File: config.mk
export PLATFORM = sky130hd
export DESIGN_NAME = sparse_pe
export DESIGN_NICKNAME = d
export VERILOG_FILES = /design/src/spmv_pkg.sv /design/src/sparse_pe.sv
export VERILOG_INCLUDE_DIRS = /design/src /design/src/src
export SDC_FILE = /design/constraint.sdc
export NUM_CORES = 1
export LEC_CHECK = 0
export BUFFER_PORTS_ARGS = -buffer_cell sky130_fd_sc_hd__buf_4
export CAP_MARGIN = 20
export CORE_ASPECT_RATIO = 1.5
export CORE_UTILIZATION = 51
export CTS_CLUSTER_SIZE = 40
export DETAILED_ROUTE_END_ITERATION = 6
export GPL_TIMING_DRIVEN = 0
export PLACE_DENSITY = 0.73
export REMOVE_ABC_BUFFERS = 1
export SKIP_LAST_GASP = 1
export SLEW_MARGIN = 20
export SYNTH_ARGS = -nofsm -noshare
export SYNTH_HDL_FRONTEND = slang
export SYNTH_SLANG_ARGS = --single-unit
File: constraint.sdc
create_clock -name clk -period 5.8 [get_ports clk]
set_clock_uncertainty 0.05 [all_clocks]
set_input_delay 0.29 -clock clk [delete_from_list [all_inputs] [get_ports clk]]
set_output_delay 0.29 -clock clk [all_outputs]
set_load 0.01 [all_outputs]
File: src/spmv_consts.svh
`ifndef SPMV_CONSTS_SVH
`define SPMV_CONSTS_SVH

// value and weight width
`define SPMV_DATA_W 8

// features per node, also the weight memory size
`define SPMV_FEAT_N 1433

// column index and row length widths
`define SPMV_COL_W 11
`define SPMV_LEN_W 11
`define SPMV_ROW_W 8

// buffer depths
`define SPMV_NZ_DEPTH 16
`define SPMV_HDR_DEPTH 4

// clamp value for products and sums
`define SPMV_MAX 255

`endif

File: src/spmv_pkg.sv
`include "spmv_consts.svh"

package spmv_pkg;

  // one compressed nonzero
  typedef struct packed {
    logic [`SPMV_COL_W-1:0]  col;
    logic [`SPMV_DATA_W-1:0] val;
  } nz_entry_t;

  typedef struct packed {
    logic [`SPMV_LEN_W-1:0] len;
  } row_hdr_t;

  // work item handed from feeder to pe
  typedef struct packed {
    nz_entry_t nz;
    logic      first;
    logic      last;
    logic      empty;
  } pe_item_t;

  typedef struct packed {
    logic [`SPMV_ROW_W-1:0]  row;
    logic [`SPMV_DATA_W-1:0] sum;
  } row_result_t;

endpackage

File: src/sparse_pe.sv
`timescale 1ns/1ps

`include "spmv_consts.svh"

module sparse_pe import spmv_pkg::*; (
  input  logic                    clk,
  input  logic                    rst_n,
  input  logic                    item_valid_i,
  input  pe_item_t                item_i,
  output logic                    w_rd_en_o,
  output logic [`SPMV_COL_W-1:0]  w_addr_o,
  input  logic [`SPMV_DATA_W-1:0] w_data_i,
  output logic                    result_valid_o,
  output row_result_t             result_o
);

  localparam int DW    = `SPMV_DATA_W;
  localparam int ROW_W = `SPMV_ROW_W;
  localparam logic [DW-1:0] MAX_V = DW'(`SPMV_MAX);

  // stage 1, item waiting for its weight
  logic            s1_valid;
  pe_item_t        s1_item;
  logic [2*DW-1:0] prod_full;
  logic [DW-1:0]   prod_sat;

  // stage 2, clamped product
  logic            s2_valid;
  logic            s2_first;
  logic            s2_last;
  logic            s2_empty;
  logic [DW-1:0]   s2_prod;
  logic [DW:0]     sum_full;
  logic [DW-1:0]   sum_sat;

  // stage 3, running sum and result
  logic [DW-1:0]    acc_q;
  logic             res_valid_q;
  logic [ROW_W-1:0] row_id_q;

  // cycle 0, weight address straight from the item
  assign w_rd_en_o = item_valid_i && !item_i.empty;
  assign w_addr_o  = item_i.nz.col;

  always_ff @(posedge clk) begin
    if (!rst_n) begin
      s1_valid <= 1'b0;
    end else begin
      s1_valid <= item_valid_i;
    end
  end

  always_ff @(posedge clk) begin
    s1_item <= item_i;
  end

  // cycle 1
  assign prod_full = s1_item.nz.val * w_data_i;

  always_comb begin
    if (s1_item.empty) begin
      prod_sat = '0;
    end else if (prod_full > (2 * DW)'(MAX_V)) begin
      prod_sat = MAX_V;
    end else begin
      prod_sat = prod_full[DW-1:0];
    end
  end

  always_ff @(posedge clk) begin
    if (!rst_n) begin
      s2_valid <= 1'b0;
    end else begin
      s2_valid <= s1_valid;
    end
  end

  always_ff @(posedge clk) begin
    s2_first <= s1_item.first;
    s2_last  <= s1_item.last;
    s2_empty <= s1_item.empty;
    s2_prod  <= prod_sat;
  end

  // cycle 2, first item restarts the sum
  assign sum_full = {1'b0, (s2_first ? '0 : acc_q)} + {1'b0, s2_prod};

  always_comb begin
    if (s2_empty) begin
      sum_sat = '0;
    end else if (sum_full > {1'b0, MAX_V}) begin
      sum_sat = MAX_V;
    end else begin
      sum_sat = sum_full[DW-1:0];
    end
  end

  always_ff @(posedge clk) begin
    if (!rst_n) begin
      acc_q       <= '0;
      res_valid_q <= 1'b0;
      row_id_q    <= '0;
    end else begin
      if (s2_valid) begin
        acc_q <= sum_sat;
      end
      res_valid_q <= s2_valid && (s2_last || s2_empty);
      // row id moves on after each emitted result
      if (res_valid_q) begin
        row_id_q <= row_id_q + ROW_W'(1);
      end
    end
  end

  // cycle 3
  assign result_valid_o = res_valid_q;
  assign result_o       = '{row: row_id_q, sum: acc_q};

  // a clamped running sum never drops below its last value
  a_sum_no_wrap: assert property (@(posedge clk) disable iff (!rst_n)
    (s2_valid && !s2_first && !s2_empty) |=> (acc_q >= $past(acc_q)))
    else $error("sparse_pe: running sum wrapped instead of clamping");

  a_row_latency: assert property (@(posedge clk) disable iff (!rst_n)
    (item_valid_i && (item_i.last || item_i.empty)) |-> ##3 result_valid_o)
    else $error("sparse_pe: row result not 3 cycles after its last item");

endmodule

==> results by stage <==
Worst hold path:
- The worst hold path class is in2reg.

Cells and area:
- For this run, the post-layout net count is 554.
- The proportion of layout cells with a drive suffix above 1 is 11.4%.
- The antenna diode count is 0.
- The most common cell after layout, fill and taps aside is sky130_fd_sc_hd__inv_1.
- Fill cells in the final layout number 612.
- From synthesis to final layout, the design area changed by 11.1%.
- In the layout the commonest cells are sky130_fd_sc_hd__inv_1 (57), sky130_fd_sc_hd__and2_1 (55), sky130_fd_sc_hd__ha_1 (45).

Floorplan:
- The total die area is 7660 um^2.
- The core region is 6940 um^2.
- The initial utilization of the core area, before any placement, comes to 53.7%.
- During I/O placement, the number of pins put on the boundary was 62.
- The die is 71.8 um wide.
- From bottom edge to top edge, the die measures 107 um.
- The floorplan has 37 rows.

Place:
- The congestion estimate from routability-driven global placement came to 0.846.
- Port buffering added 39 buffers.
- After legalization and detailed placement, the total HPWL measured 5920 um.

STA:
- Setup violations remaining at the end of the flow were counted as 0.
- The final count of pins violating max slew was 0.
- The share of the clock period used by the worst path is 88.7%.
- The smallest clock period supported by the final layout is computed as 5150 ps.
- The post-route setup TNS is 0 ps.
- Based on the critical path, the design can be clocked at up to 194 MHz.
- In this run the tightest slew margin relative to its limit is 61.9%.
- Setup repair after global routing left no endpoint under its margin.
- The final hold violation count is 0.
- For the pin with the worst max-slew slack, the measured transition is 571 ps.

Detailed routing:
- Using the TritonRoute via totals, the vias-per-cell ratio works out to 5.40.
- Wires add up to 7180 um.
- The number of violations reported at the end of detailed-routing iteration 0 is 79.
- In the final routed layout, each cell accounts on average for 13.9 um.
- For this run, design rule violations remaining after detail routing come to 0.
- Across all layers, the routed design uses 2,799 vias.
- Once detail routing completed, the nets flagged for antenna violations numbered 0.
- For this run, the detailed router's first-pass iteration total came to 4.

Setup path:
- The category of the worst setup path launch point is a flip-flop.
- The peak fanout along the critical path is 8.
- The startpoint-to-endpoint class of the critical path is reg2reg.
- For the worst setup path, the data required time is 5910 ps.
- At the worst endpoint, the arrival time is 5250 ps.
- The worst setup path is captured at a flip-flop.

Logic synthesis:
- The share of async-settable or async-resettable flops after synthesis is 0%.
- The synthesized netlist occupies a cell area of 3730 um^2.
- The cell count after synthesis is 408.
- In this run, synthesis produced a sequential element count of 41.
- The number of synthesized flops with an enable pin is 0.
- Among all flip-flop cells after synthesis, the most frequent one is sky130_fd_sc_hd__dfxtp_1.
- The warning count from the yosys run is 0.
- Summing the sequential cell areas from Yosys gives 22.0% of the chip area.
- The number of distinct library cells after synthesis is 40.
- Averaged over all synthesized cells, the footprint is 9.13 um^2.

Clock tree:
- In this run, post-CTS repair resized a total of 0 instances.
- Buffers added to address setup during post-CTS repair amount to 0.
- The CTS clock-pin slew for the worst setup and hold paths is 80 ps.
- The CTS tree is yes.
- The longest clock path from root to sink contains 2 buffers.
- The clock reaches the later pin of the worst-skew pair after 290 ps.
- The clock root buffer master is sky130_fd_sc_hd__clkbuf_8.
- CTS built an H-tree with a depth of 2.
- The number of sinks driven by the clock tree is 41.
- In this run, post-CTS hold repair placed 0 buffers.
- Counting the buffers created by CTS gives 5.

Global route:
- In the global route stage, met1 resource usage came out at 21.6%.
- The overall track demand over capacity in global routing is 20.1%.
- The global routing usage on met2 is 38.3%.
- The number of antenna violations at the first check in global routing was 0.
- The wire length of the first global-routing pass is 12,300 um.
- For this run, global-route usage on met3 was measured as 3.57%.
- The via count of the first global-routing pass is 2,833.
- Entering global routing, the biggest net connects 14 pins.
- After global routing, the most crowded layer is met2.
- For this run the aggregate overflow at the end of global routing stands at 0.

Job:
- The max-capacitance violation count is 0.

Power:
- The combinational share of power is 52.6%.
- In this run switching power makes up 38.2% of total power.
- The total power per unit cell area is 277 nW/um^2.
- Of the total power, registers draw 26.7%.
- The analysis attributes to net switching a power of 0.000439 W.
- The design internal power is 0.000710 W.
- The leakage dissipation is 2.10 nW.
- The worst-case vdd ir drop is 0.228 mV.
- The total power draw is 0.00115 W.
- The share of total power dissipated in the clock network is 20.7%.

Outcome:
- The flow ran to the end, and the final reports show no timing, DRC or antenna violations.
[power by group through the flow]
stage	combinational, W	clock, W	sequential (W)
after CTS	0.000611	0.000243	0.000307
after detailed placement	0.000607	0	0.000313
after global routing	0.000688	0.000258	0.000309
after floorplan	0.000475	0	0.000309
final	0.000604	0.000238	0.000307
after global placement	0.000591	0	0.000313
[sequential cells by signal, indices dropped and copies added (netlist names)]
register / cells
s2_last: 1
s1_item: 11
acc_q: 8
s2_first: 1
s1_valid: 1
s2_empty: 1
result_valid_o: 1
s2_valid: 1
row_id_q: 8
s2_prod: 8
[cell usage after synthesis (6+ instances only)]
| master | number | area, um^2 |
|---|---|---|
| sky130_fd_sc_hd__xnor2_1 | 8 | 70.1 |
| sky130_fd_sc_hd__buf_4 | 11 | 82.6 |
| sky130_fd_sc_hd__dfxtp_1 | 41 | 821 |
| sky130_fd_sc_hd__nor2_1 | 6 | 22.5 |
| sky130_fd_sc_hd__inv_1 | 57 | 214 |
| sky130_fd_sc_hd__fa_1 | 37 | 741 |
| sky130_fd_sc_hd__xor2_1 | 9 | 78.8 |
| sky130_fd_sc_hd__o21ai_0 | 16 | 80.1 |
| sky130_fd_sc_hd__nand2_1 | 39 | 146 |
| sky130_fd_sc_hd__and2_1 | 55 | 344 |
| sky130_fd_sc_hd__ha_1 | 45 | 563 |
| sky130_fd_sc_hd__a21oi_1 | 20 | 100 |
| sky130_fd_sc_hd__nor2b_1 | 13 | 81.3 |
[cells by family after synthesis]
family                   after synthesis  synth area share, %
flip-flops                            41                 22.0
AO/OA/AOI/OAI                         59                 9.91
XOR/XNOR                              17                 4.00
buffers and inverters                 72                 8.36
multiplexers                           3                0.806
adder cells (fa/ha/maj)               82                 35.0
AND/OR/NAND/NOR                      134                 19.9
[critical path, stage by stage (launching register included)]
cell and delay, ps:
sky130_fd_sc_hd__dfxtp_1 490, sky130_fd_sc_hd__and2_1 200, sky130_fd_sc_hd__fa_1 460, sky130_fd_sc_hd__fa_1 520, sky130_fd_sc_hd__fa_1 540, sky130_fd_sc_hd__inv_1 50
sky130_fd_sc_hd__fa_1 550, sky130_fd_sc_hd__inv_1 50, sky130_fd_sc_hd__ha_1 350, sky130_fd_sc_hd__a21o_1 230, sky130_fd_sc_hd__xor2_1 130, sky130_fd_sc_hd__or4_1 400
sky130_fd_sc_hd__a211o_1 340, sky130_fd_sc_hd__nor4b_4 510, sky130_fd_sc_hd__a21oi_1 130
[per-layer routing]
| layer | vias to the layer above | wire length [um] |
|---|---|---|
| met5 | - | 0 |
| met4 | 0 | 153 |
| met3 | 11 | 220 |
| met2 | 60 | 4050 |
| met1 | 1353 | 2760 |
| li1 | 1375 | - |
[final cells by class]
type,instances,area (um^2),area share [%]
multi-input cells,295,2590,62.7
flip-flops and latches,41,821,19.8
repair buffers,39,293,7.07
inverters,57,214,5.17
well taps,78,97.6,2.36
clock buffers,6,82.6,2.00
clock inverters,2,37.5,0.907
[worst paths after layout]
path	endpoint	depth (start not counted)	slack, ps	from
worst max-delay path	s2_prod[6]	14	650	s1_item[6]
worst min-delay path	s1_item[2]	1	50	item_i[2]
worst max register to register	s2_prod[6]	14	650	s1_item[6]
worst min register to register	s2_last	0	280	s1_item[1]
[per-stage QoR]
stage,utilization (%),hold slack (ps),instances,worst slack (ps),instance area [um^2]
after floorplan,-,260,393,1100,3630
after global placement,57.9,265,510,682,4020
after detailed placement,57.9,262,510,642,4020
after CTS,59.6,42.1,518,632,4140
after global routing,59.6,33.3,518,372,4140
final,59.6,48.3,518,654,4140
No activity file was read; power rests on OpenSTA's default activity.
