`src/spmv_consts.svh`:
```
`ifndef SPMV_CONSTS_SVH
`define SPMV_CONSTS_SVH

// value and weight width
`define SPMV_DATA_W 8

// features per node, also the weight memory size
`define SPMV_FEAT_N 1433

// column index and row length widths
`define SPMV_COL_W 11
`define SPMV_LEN_W 11
`define SPMV_ROW_W 8

// buffer depths
`define SPMV_NZ_DEPTH 16
`define SPMV_HDR_DEPTH 4

// clamp value for products and sums
`define SPMV_MAX 255

`endif

```
`src/spmv_pkg.sv`:
```
`include "spmv_consts.svh"

package spmv_pkg;

  // one compressed nonzero
  typedef struct packed {
    logic [`SPMV_COL_W-1:0]  col;
    logic [`SPMV_DATA_W-1:0] val;
  } nz_entry_t;

  typedef struct packed {
    logic [`SPMV_LEN_W-1:0] len;
  } row_hdr_t;

  // work item handed from feeder to pe
  typedef struct packed {
    nz_entry_t nz;
    logic      first;
    logic      last;
    logic      empty;
  } pe_item_t;

  typedef struct packed {
    logic [`SPMV_ROW_W-1:0]  row;
    logic [`SPMV_DATA_W-1:0] sum;
  } row_result_t;

endpackage

```
`src/row_feeder.sv`:
```
`timescale 1ns/1ps

`include "spmv_consts.svh"

module row_feeder import spmv_pkg::*; (
  input  logic                   clk,
  input  logic                   rst_n,
  input  logic                   row_start_i,
  input  logic [`SPMV_LEN_W-1:0] row_length_i,
  input  logic                   nz_valid_i,
  input  nz_entry_t              nz_i,
  output logic                   fifo_full_o,
  output logic                   item_valid_o,
  output pe_item_t               item_o
);

  localparam int LEN_W = `SPMV_LEN_W;

  row_hdr_t         hdr_in;
  row_hdr_t         hdr_head;
  nz_entry_t        nz_head;
  logic             hdr_empty;
  logic             hdr_full;
  logic             nz_empty;
  logic             nz_full;
  logic             hdr_pop;
  logic             nz_pop;
  logic             empty_row;
  logic             row_active_q;
  logic [LEN_W-1:0] remain_q;
  logic [LEN_W-1:0] cur_len;

  assign hdr_in = '{len: row_length_i};

  sync_fifo #(
    .WIDTH ($bits(row_hdr_t)),
    .DEPTH (`SPMV_HDR_DEPTH)
  ) i_hdr_fifo (
    .clk         (clk),
    .rst_n       (rst_n),
    .push_i      (row_start_i),
    .push_data_i (hdr_in),
    .pop_i       (hdr_pop),
    .pop_data_o  (hdr_head),
    .empty_o     (hdr_empty),
    .full_o      (hdr_full)
  );

  sync_fifo #(
    .WIDTH ($bits(nz_entry_t)),
    .DEPTH (`SPMV_NZ_DEPTH)
  ) i_nz_fifo (
    .clk         (clk),
    .rst_n       (rst_n),
    .push_i      (nz_valid_i),
    .push_data_i (nz_i),
    .pop_i       (nz_pop),
    .pop_data_o  (nz_head),
    .empty_o     (nz_empty),
    .full_o      (nz_full)
  );

  assign fifo_full_o = hdr_full || nz_full;

  // a header is only taken when something can issue in the same cycle
  assign empty_row = !row_active_q && !hdr_empty && (hdr_head.len == '0);
  assign cur_len   = row_active_q ? remain_q : hdr_head.len;
  assign nz_pop    = (row_active_q || (!hdr_empty && !empty_row)) && !nz_empty;
  assign hdr_pop   = empty_row || (!row_active_q && nz_pop);

  assign item_valid_o = nz_pop || empty_row;

  always_comb begin
    item_o.nz    = nz_head;
    item_o.first = !row_active_q;
    item_o.last  = !empty_row && (cur_len == LEN_W'(1));
    item_o.empty = empty_row;
  end

  // remaining count of the open row
  always_ff @(posedge clk) begin
    if (!rst_n) begin
      row_active_q <= 1'b0;
      remain_q     <= '0;
    end else if (nz_pop) begin
      row_active_q <= (cur_len != LEN_W'(1));
      remain_q     <= cur_len - LEN_W'(1);
    end
  end

  // an item needs an open row with count left or a header at the head
  a_item_has_hdr: assert property (@(posedge clk) disable iff (!rst_n)
    item_valid_o |-> (row_active_q ? (remain_q != '0) : !hdr_empty))
    else $error("row_feeder: item issued without a loaded header");

endmodule

```
`src/sync_fifo.sv`:
```
`timescale 1ns/1ps

module sync_fifo #(
  parameter int WIDTH = 8,
  parameter int DEPTH = 16
) (
  input  logic             clk,
  input  logic             rst_n,
  input  logic             push_i,
  input  logic [WIDTH-1:0] push_data_i,
  input  logic             pop_i,
  output logic [WIDTH-1:0] pop_data_o,
  output logic             empty_o,
  output logic             full_o
);

  localparam int PTR_W = (DEPTH > 1) ? $clog2(DEPTH) : 1;
  localparam int CNT_W = $clog2(DEPTH + 1);

  logic [WIDTH-1:0] mem [DEPTH];
  logic [PTR_W-1:0] wr_ptr;
  logic [PTR_W-1:0] rd_ptr;
  logic [CNT_W-1:0] count;
  logic             do_push;
  logic             do_pop;

  // wraps for depths that are not a power of two
  function automatic logic [PTR_W-1:0] next_ptr(input logic [PTR_W-1:0] ptr);
    next_ptr = (ptr == PTR_W'(DEPTH - 1)) ? '0 : ptr + PTR_W'(1);
  endfunction

  assign do_push = push_i && !full_o;
  assign do_pop  = pop_i && !empty_o;

  assign empty_o    = (count == '0);
  assign full_o     = (count == CNT_W'(DEPTH));
  // head word shows without a pop
  assign pop_data_o = mem[rd_ptr];

  always_ff @(posedge clk) begin
    if (do_push) begin
      mem[wr_ptr] <= push_data_i;
    end
  end

  always_ff @(posedge clk) begin
    if (!rst_n) begin
      wr_ptr <= '0;
      rd_ptr <= '0;
      count  <= '0;
    end else begin
      if (do_push) begin
        wr_ptr <= next_ptr(wr_ptr);
      end
      if (do_pop) begin
        rd_ptr <= next_ptr(rd_ptr);
      end
      case ({do_push, do_pop})
        2'b10:   count <= count + CNT_W'(1);
        2'b01:   count <= count - CNT_W'(1);
        default: count <= count;
      endcase
    end
  end

  // the host must watch the full level
  a_no_push_full: assert property (@(posedge clk) disable iff (!rst_n)
    push_i |-> !full_o)
    else $error("sync_fifo: push while full");

  a_no_pop_empty: assert property (@(posedge clk) disable iff (!rst_n)
    pop_i |-> !empty_o)
    else $error("sync_fifo: pop while empty");

endmodule

```
`config.mk`:
```
export PLATFORM = sky130hd
export DESIGN_NAME = row_feeder
export DESIGN_NICKNAME = d
export VERILOG_FILES = /design/src/spmv_pkg.sv /design/src/row_feeder.sv /design/src/sync_fifo.sv
export VERILOG_INCLUDE_DIRS = /design/src /design/src/src
export SDC_FILE = /design/constraint.sdc
export NUM_CORES = 1
export LEC_CHECK = 0
export BUFFER_PORTS_ARGS = -buffer_cell sky130_fd_sc_hd__buf_4
export CORE_MARGIN = 4
export CORE_UTILIZATION = 25
export CTS_CLUSTER_SIZE = 16
export DETAILED_ROUTE_END_ITERATION = 8
export PLACE_DENSITY = 0.35
export SLEW_MARGIN = 5
export SYNTH_ARGS = -nofsm -noshare
export SYNTH_HDL_FRONTEND = slang
export SYNTH_HIERARCHICAL = 1
export SYNTH_SLANG_ARGS = --single-unit
```
`constraint.sdc`:
```
create_clock -name clk -period 4.5 [get_ports clk]
set_input_delay 0.675 -clock clk [delete_from_list [all_inputs] [get_ports clk]]
set_output_delay 0.675 -clock clk [all_outputs]
set_load 0.03 [all_outputs]
```
==> results of run 1 <==
[state kept, by name, indices dropped and copies added (netlist names), named ones only]
register,flops
i_hdr_fifo/mem,44
i_hdr_fifo/rd_ptr,2
i_nz_fifo/count,5
i_nz_fifo/rd_ptr,4
remain_q,11
i_hdr_fifo/count,3
i_hdr_fifo/wr_ptr,2
i_nz_fifo/wr_ptr,4
i_nz_fifo/mem,304
row_active_q,1
[final timing paths]
check	slack, ps	end	from
worst max-delay path	460	i_nz_fifo/count[2]	register
worst min-delay path	300	i_hdr_fifo/mem[3][1]	row_length_i[1]
worst max register to register	460	i_nz_fifo/count[2]	register
worst min register to register	500	i_hdr_fifo/wr_ptr[1]	i_hdr_fifo/wr_ptr[1]
[placed cells by master (no fill, tap or decap), types with 3 or more instances in the layout]
cell,synthesis,final
buf_4,3,82
a22oi_1,6,6
and2_1,22,22
mux4_2,100,100
xor2_1,8,8
or4b_1,3,3
nor2_1,18,18
edfxtp_1,348,348
inv_1,16,16
nand2_1,24,24
clkinv_2,0,5
nand3_1,4,4
nand3b_1,3,3
a21o_1,3,3
or3_1,4,4
nor2b_1,5,5
xnor2_1,6,6
mux4_1,6,6
mux2i_1,12,12
dfxtp_1,38,34
clkbuf_16,0,46
clkinv_1,1,15
nor3_1,10,10
a21oi_1,17,17
ha_1,16,16
nor4b_1,8,4
nand2b_1,3,3
o211ai_1,5,5
or4_1,5,5
clkbuf_1,12,8
nor4b_2,0,4
o21ai_0,16,16
[kinds of logic (layout without fill, tap and decap cells)]
family,after synthesis,after routing,synth area share (%)
flip-flops,386,386,71.9
AND/OR/NAND/NOR,126,126,4.86
multiplexers,118,118,16.2
AO/OA/AOI/OAI,72,72,3.02
buffers and inverters,56,183,1.80
adder cells (fa/ha/maj),17,17,1.41
XOR/XNOR,14,14,0.786
other,0,1,0
[per-stage QoR]
step	area (um^2)	hold slack, ps	std cells
6_report	18500	300	1754
2_1_floorplan	15600	458	789
3_5_place_dp	17100	501	1672
4_1_cts	18500	256	1753
5_1_grt	18500	266	1753
3_3_place_gp	17100	497	1672
[worst max-delay path, cell delays in order (launching register included)]
cell and delay [ps]:
dfxtp_2 460, mux4_1 720, or4_1 600, nor4_4 280, or2_1 180, inv_2 90
o21ai_2 140, inv_1 100, ha_1 290, xor2_1 180, ha_1 220, a21oi_1 150
xor2_1 90, or3_1 310, a21oi_1 130
[final cells by class]
cell class / count / area, um^2
timing repair buffer: 84 / 656
clock inverter: 27 / 208
clock buffer: 54 / 1180
multi-input combinational: 347 / 4130
sequential: 386 / 11200
fill: 6069 / 43200
inverter: 18 / 67.6
antenna: 1 / 2.50
tap: 837 / 1050
[per-layer routing]
| metal | vias to the layer above | wire length, um | part of all wire (%) | global-route usage [%] |
|---|---|---|---|---|
| met5 | - | 0 | 0 | 0 |
| met4 | 0 | 742 | 1.9 | 2.80 |
| met3 | 59 | 1720 | 4.4 | 2.77 |
| met2 | 128 | 19500 | 50 | 20.2 |
| met1 | 3937 | 16700 | 43 | 14.7 |
| li1 | 3446 | - | - | - |
[power by group through the flow]
stage | Combinational, mW | Sequential [mW] | Clock [mW]
2_1_floorplan | 1.42 | 4.24 | 0
3_3_place_gp | 1.87 | 4.36 | 0
3_5_place_dp | 1.86 | 4.35 | 0
4_1_cts | 1.86 | 4.28 | 3.62
5_1_grt | 1.99 | 4.31 | 3.79
6_report | 1.81 | 4.28 | 3.47
==> reports/metrics.yaml, run 1 <==
gp_congestion: 0.714
ff2ff_path_depth: 14
fin_ws_ps: 465
crit_type: "reg -> reg"
drc: 0
ctsHoldBuffers: 0
swShare_pct: 27.6
portBuffers: 57
synth_nets: 840
vdd_drop_max_mv: 0.251
fin_crit_sh_pct: 89.7
initial_core_util_pct: 25.3
ctsResizeCount: 0
p_switching_mw: 2.64
die_area_mm2: 0.0664
whs_path_depth: 1
setup_tns_ps: 0
combPwrFrac_pct: 18.9
clk-insertion-delay-late_ps: 580
design.core.area_mm2: 0.0617
layout-drive-gt1-share_pct: 28.6
power.density_mw_per_mm2: 516
die_x_um: 258
syn_area_mm2: 0.0156
grt_max_degree: 46
ant_nets: 0
post_cts_buffers: 0
post-synth-top-count-cell: "edfxtp_1"
p_leak_nw: 5.78
path_max_fanout: 9
ios: 58
grt_usage_pct: 11.6
ys_top_cells_by_count: "edfxtp_1 (348), mux4_2 (100), dfxtp_1 (38)"
grt_pass1_vias: 8049
power_mw: 9.56
vias_per_cell: 4.32
synth_top_area_share_pct: 67.0
firstDrtPassIters: 5
start_kind: "register"
area_growth_pct: 18.7
die_y_um: 258
wl_per_cell_um: 22.0
p_seq_share_pct: 44.8
cts-buffers-inserted: 45
worstPathRequired_ps: 4990
yosys.area.top_type: "edfxtp_1"
cap_violations: 0
yosys_warnings: 6
finalHoldViolations: 0
end_kind: "register"
synth-main-ff-cell: "edfxtp_1"
post-place-ws_ps: 299
clk_pin_slew_ps: 60
synthArstFlopShare_pct: 0
drt-initial-drc-count: 333
holdCritPathClass: "in -> reg"
grt_pass1_wl_mm: 56.4
syn_inst: 789
vias: 7570
cts_tree: "yes"
synth_edf_count: 348
gr-total-overflow: 0
min_period_ps: 4040
power_frac_clock_pct: 36.3
layout.nets: 933
skew_ps: 21.1
wirelength_mm: 38.6
slew_headroom_pct: 27.2
p_int_mw: 6.92
cts.sinks: 386
synth.distinct_cells: 64
hpwlAfterDp_mm: 22.4
rsz0062_at_grt: "no"
crit_arrival_ps: 4520
antenna_found_initial: 1
rows: 91
synth_seq_cells: 386
fmaxAchievable_ghz: 0.248
syn_avg_cell_area_um2: 19.8
synth_area_leaders: "edfxtp_1 (67%), mux4_2 (14%), dfxtp_1 (4.9%), ha_1 (1.3%), mux4_1 (1.0%)"
yosysSeqAreaShare_pct: 71.9
finalSetupViolations: 0
clk_path_buf_depth: 3
status: "finished clean"
cts-root-buf: "clkbuf_16"
h-tree-depth: 2
max_slew.worst_pin.slew_ps: 1090
drv_slew: 0
fin_util_pct: 30.0
Power figures use the tool's default switching activity.
==> inputs of run 2 (changes only) <==
--- a/config.mk
+++ b/config.mk
@@ -11,7 +11,8 @@
 export CORE_UTILIZATION = 25
 export CTS_CLUSTER_SIZE = 16
 export DETAILED_ROUTE_END_ITERATION = 8
-export PLACE_DENSITY = 0.35
+export PLACE_DENSITY_LB_ADDON = 0.3
+export RECOVER_POWER = 25
 export SLEW_MARGIN = 5
 export SYNTH_ARGS = -nofsm -noshare
 export SYNTH_HDL_FRONTEND = slang
==> run 2 against run 1 <==
Global-route usage is 1.1 points lower. First-iteration DRC count grew 62%. Clock power shrank 6.6%. Combinational power down 2%. Sequential cell count stayed put. Largest power group unchanged.
==> reports/metrics.yaml, run 2 (same netlist as run 1, synthesis figures left out) <==
portBuffers: 57  # unchanged
vias: 7658  # +1.2%
slew_headroom_pct: 32.5  # +5.3 points
finalHoldViolations: 0  # unchanged
clk_pin_slew_ps: 60  # about the same
start_kind: "register"
gr-total-overflow: 0  # unchanged
layout_common_cells: "edfxtp_1 (348), mux4_2 (100), buf_4 (53)"
grt_usage_pct: 10.5  # -1.1 points
final_cell_area_mm2: 0.0183  # -1.2%
r2r_end: "i_nz_fifo/count[2]"
ctsHoldBuffers: 0  # unchanged
layout.nets: 928  # -0.54%
drc: 0  # unchanged
largest_register_ffs: 304  # unchanged
wirelength_mm: 34.7  # -10%
power.density_mw_per_mm2: 507  # -1.9%
r2r_slack_ps: 400  # -60 ps
fin_crit_sh_pct: 91.1  # +1.4 points
largestRegisters: "i_nz_fifo/mem: 304 flops, i_hdr_fifo/mem: 44 flops, remain_q: 11 flops"
vdd_drop_max_mv: 0.254  # +1.4%
skew_ps: 14.0  # -7.13 ps
clk-insertion-delay-late_ps: 560  # -20 ps
ant_nets: 0  # unchanged
cts-buffers-inserted: 42  # -6.7%
end_kind: "register"
setup_tns_ps: 0  # unchanged
die_x_um: 258  # unchanged
drt-met1-wl_mm: 15.3  # -8.3%
cts.sinks: 386  # unchanged
min_period_ps: 4100  # +63.8 ps
grt_pass1_wl_mm: 52.7  # -6.6%
rows: 91  # unchanged
clk_path_buf_depth: 3  # unchanged
mostFrequentLayoutCell: "edfxtp_1"
design.core.area_mm2: 0.0617  # unchanged
whs_path_depth: 1  # unchanged
top_layer_used: "met4"
worst_hold_path.endpoint: "i_hdr_fifo/mem[0][5]"
placed_area_mm2: 0.0171  # about the same
wl_met2_mm: 16.8  # -14%
die_y_um: 258  # unchanged
finalHoldWorstSlack_ps: 381  # +80.6 ps
vias_per_cell: 4.39  # +1.6%
h-tree-depth: 2  # unchanged
holdCritPathClass: "in -> reg"
finalSetupViolations: 0  # unchanged
p_leak_nw: 5.61  # -2.9%
worstPathRequired_ps: 4980  # about the same
ff2ff_path_depth: 14  # unchanged
crit_type: "reg -> reg"
cap_violations: 0  # unchanged
area_growth_pct: 17.3
status: "finished clean"
rsz0062_at_grt: "no"
grt_max_degree: 46  # unchanged
drt-initial-drc-count: 539  # +62%
drv_slew: 0  # unchanged
die_area_mm2: 0.0664  # unchanged
layout-drive-gt1-share_pct: 25.5  # -3.1 points
grt_pass1_vias: 8177  # +1.6%
hold_start: "row_length_i[5]"
firstDrtPassIters: 5  # unchanged
wl_per_cell_um: 19.9  # -9.8%
regMostFlops: "i_nz_fifo/mem"
max_slew.worst_pin.slew_ps: 1010  # -77.6 ps
ios: 58  # unchanged
wl_met3_mm: 1.82  # +5.7%
cts-root-buf: "clkbuf_16"
crit_arrival_ps: 4580  # +60 ps
power_mw: 9.27  # -3.0%
hpwlAfterDp_mm: 19.2  # -14%
antenna_found_initial: 2  # +1
gp_congestion: 0.776  # +8.7%
initial_core_util_pct: 25.3  # unchanged
cts_tree: "yes"
fmaxAchievable_ghz: 0.244  # -1.6%
path_max_fanout: 9  # unchanged
==> run 2: worst max-delay path, stage by stage, from the launching register on <==
cell	delay [ps]
dfxtp_2	450
mux4_1	710
or4_1	600
nor4_4	360
or2_1	190
inv_2	90
o21ai_2	140
inv_1	110
ha_1	290
xor2_1	180
ha_1	220
a21oi_1	150
xor2_1	90
or3_1	310
a21oi_1	130
==> run 2: repair_timing <==
| action | in CTS | in global routing |
|---|---|---|
| buffers inserted | 0 | 0 |
| gates resized for setup | 0 | 1 |
| setup endpoints to repair | 0 | 2 |
==> run 2: area by class of cell <==
type | instances | area, um^2
inverter | 18 | 67.6
clock buffer | 48 | 1070
sequential | 386 | 11200
multi-input combinational | 347 | 4130
clock inverter | 26 | 208
tap | 837 | 1050
timing repair buffer | 82 | 539
fill | 6106 | 43400
antenna | 2 | 5.00
==> run 2: report_power, final <==
part,total (mW),switching [mW],internal (mW)
registers,4.26,0.171,4.08
logic,1.77,0.951,0.823
clock network,3.24,1.40,1.83
==> run 2: stage by stage <==
step	std cells	utilization [%]	worst slack [ps]
CTS	1744	29.8	200
global placement	1670	27.7	285
finish	1746	29.6	401
floorplan	789	-	487
detailed placement	1670	27.7	228
global route	1744	29.6	78.8
==> run 2: worst max-delay path by stage <==
stage                     cells past startpoint                  to  startpoint  slack [ps]
after global routing                         15  i_nz_fifo/count[2]    register          80
after CTS                                    14  i_nz_fifo/count[2]    register         200
after floorplan                              17  i_nz_fifo/count[2]    register         490
final                                        14  i_nz_fifo/count[2]    register         400
after global placement                       14  i_nz_fifo/count[2]    register         290
after detailed placement                     14  i_nz_fifo/count[2]    register         230
==> run 2: metal layers <==
metal	track usage [%]	vias up
met5	0	-
met4	2.86	0
met3	2.41	54
li1	-	3429
met2	17.3	171
met1	13.9	4004
==> inputs of run 3 (changes only) <==
--- a/config.mk
+++ b/config.mk
@@ -11,7 +11,6 @@
 export CORE_UTILIZATION = 25
 export CTS_CLUSTER_SIZE = 16
 export DETAILED_ROUTE_END_ITERATION = 8
-export PLACE_DENSITY_LB_ADDON = 0.3
 export RECOVER_POWER = 25
 export SLEW_MARGIN = 5
 export SYNTH_ARGS = -nofsm -noshare
==> run 3 against run 2 <==
Global-route usage decreased by 0.68 points. Die area unchanged. Combinational power about the same. Clock power decreased by 3%. Critical path depth unchanged. Cell count decreased by 0.57%. Sequential power increased by 0.9%. Core utilization decreased by 0.13 points. Cell area decreased by 0.42%. Sequential share of layout area increased by 0.26 points. Count of clock-buffer cells in the layout increased by 2. Fmax increased by 0.26%. Critical path type unchanged. Largest cell class unchanged.
==> reports/metrics.yaml, run 3 (same netlist as run 1, synthesis figures left out) <==
vias_per_cell: 4.45  # +1.4%
setup_tns_ps: 0  # unchanged
layout-drive-gt1-share_pct: 24.9  # -0.52 points
layout.nets: 923  # -0.54%
die_y_um: 258  # unchanged
gr-total-overflow: 0  # unchanged
die_x_um: 258  # unchanged
clk-insertion-delay-late_ps: 540  # -20 ps
design.core.area_mm2: 0.0617  # unchanged
clk_path_buf_depth: 3  # unchanged
ctsHoldBuffers: 0  # unchanged
grt_pass1_wl_mm: 50.0  # -5.1%
wl_per_cell_um: 18.9  # -4.8%
worstPathRequired_ps: 4960  # -20 ps
crit_type: "reg -> reg"
cts-buffers-inserted: 40  # -4.8%
start_kind: "register"
slew_headroom_pct: 33.0  # +0.53 points
mostFrequentLayoutCell: "edfxtp_1"
end_kind: "register"
clk_pin_slew_ps: 70  # about the same
h-tree-depth: 2  # unchanged
finalSetupViolations: 0  # unchanged
area_growth_pct: 16.8
crit_chain: "mux4_1 -> or4_1 -> nor4_4 -> or2_1 -> inv_2 -> o21ai_2 -> inv_1 -> ha_1 -> xor2_1 -> ha_1 -> a21oi_1 -> xor2_1 -> or3_1 -> a21oi_1"
cts_tree: "yes"
vdd_drop_max_mv: 0.309  # +22%
p_leak_nw: 5.57  # -0.69%
largest_register_ffs: 304  # unchanged
initial_core_util_pct: 25.3  # unchanged
drv_slew: 0  # unchanged
cts.sinks: 386  # unchanged
crit_path_max_incr_delay_ps: 700  # about the same
ff2ff_path_depth: 14  # unchanged
firstDrtPassIters: 5  # unchanged
finalHoldWorstSlack_ps: 394  # +12.8 ps
hpwlAfterDp_mm: 19.5  # +1.1%
grt_max_degree: 47  # +2.2%
fin_crit_sh_pct: 90.8  # -0.24 points
holdCritPathClass: "in -> reg"
grt_usage_pct: 9.77  # -0.68 points
fmaxAchievable_ghz: 0.245  # +0.26%
gp_congestion: 0.779  # +0.40%
min_period_ps: 4090  # -10.8 ps
regMostFlops: "i_nz_fifo/mem"
skew_ps: 12.3  # -1.61 ps
placed_area_mm2: 0.0171  # -0.11%
finalHoldViolations: 0  # unchanged
whs_path_depth: 1  # unchanged
layout_common_cells: "edfxtp_1 (348), mux4_2 (100), buf_4 (49)"
antenna_found_initial: 1  # -1
fin_util_pct: 29.5  # -0.13 points
status: "finished clean"
cp_slowest_cell: "mux4_1"
path_max_fanout: 9  # unchanged
die_area_mm2: 0.0664  # unchanged
wirelength_mm: 32.8  # -5.3%
cts-root-buf: "clkbuf_16"
vias: 7718  # +0.78%
final_cell_area_mm2: 0.0182  # -0.42%
cap_violations: 0  # unchanged
drt-initial-drc-count: 582  # +8.0%
crit_arrival_ps: 4550  # -30 ps
portBuffers: 57  # unchanged
rsz0062_at_grt: "no"
grt_pass1_vias: 7882  # -3.6%
ios: 58  # unchanged
post_cts_buffers: 0  # unchanged
rows: 91  # unchanged
drc: 0  # unchanged
largestRegisters: "i_nz_fifo/mem: 304 flops, i_hdr_fifo/mem: 44 flops, remain_q: 11 flops"
ant_nets: 0  # unchanged
power.density_mw_per_mm2: 504  # -0.51%
power_mw: 9.18  # -0.94%
max_slew.worst_pin.slew_ps: 1000  # -7.95 ps
[run 3: layer usage]
metal	global-route usage [%]	up-vias	wire length, um
li1	-	3422	-
met1	13.4	4061	14500
met2	16.0	188	15900
met3	2.20	47	1870
met4	2.28	0	552
met5	0	-	0
[run 3: layout make-up]
class / count / area [um^2]
clock buffers: 50 / 1060
multi-input cells: 347 / 4130
inverters: 18 / 67.6
diodes: 1 / 2.50
well taps: 837 / 1050
fillers: 6079 / 43500
clock inverters: 18 / 169
repair buffers: 79 / 513
flip-flops and latches: 386 / 11200
[run 3: path summary, 6_finish.rpt]
check,from,to,slack (ps)
max,register,i_nz_fifo/count[2],410
min,row_length_i[10],i_hdr_fifo/mem[2][10],390
max reg2reg,register,i_nz_fifo/count[2],410
min reg2reg,i_hdr_fifo/wr_ptr[1],i_hdr_fifo/wr_ptr[1],500
[run 3: critical path: cells and delay by family (launching register included)]
| kind | cells | cell delay, ps |
|---|---|---|
| DFF | 1 | 460 |
| buffers and inverters | 2 | 200 |
| AOI/OAI and AO/OA | 3 | 420 |
| adders and majority gates | 2 | 510 |
| and+or+nand+nor | 4 | 1460 |
| xor gates and xnor gates | 2 | 270 |
| muxes | 1 | 700 |
[run 3: report_power, final]
group          switching (mW)  internal (mW)  leakage, nW
logic                   0.912          0.833         1.51
clock network            1.34           1.80        0.598
registers               0.214           4.08         3.46
[run 3: what timing repair did]
action,in CTS,in global routing
setup endpoints to repair,0,2
hold endpoints to repair,0,0
gates resized for setup,0,1
[run 3: per-stage QoR]
stage | setup WS, ps | std cells
global placement | 387 | 1667
finish | 412 | 1736
floorplan | 487 | 789
CTS | 240 | 1735
detailed placement | 270 | 1667
global route | 72.8 | 1735
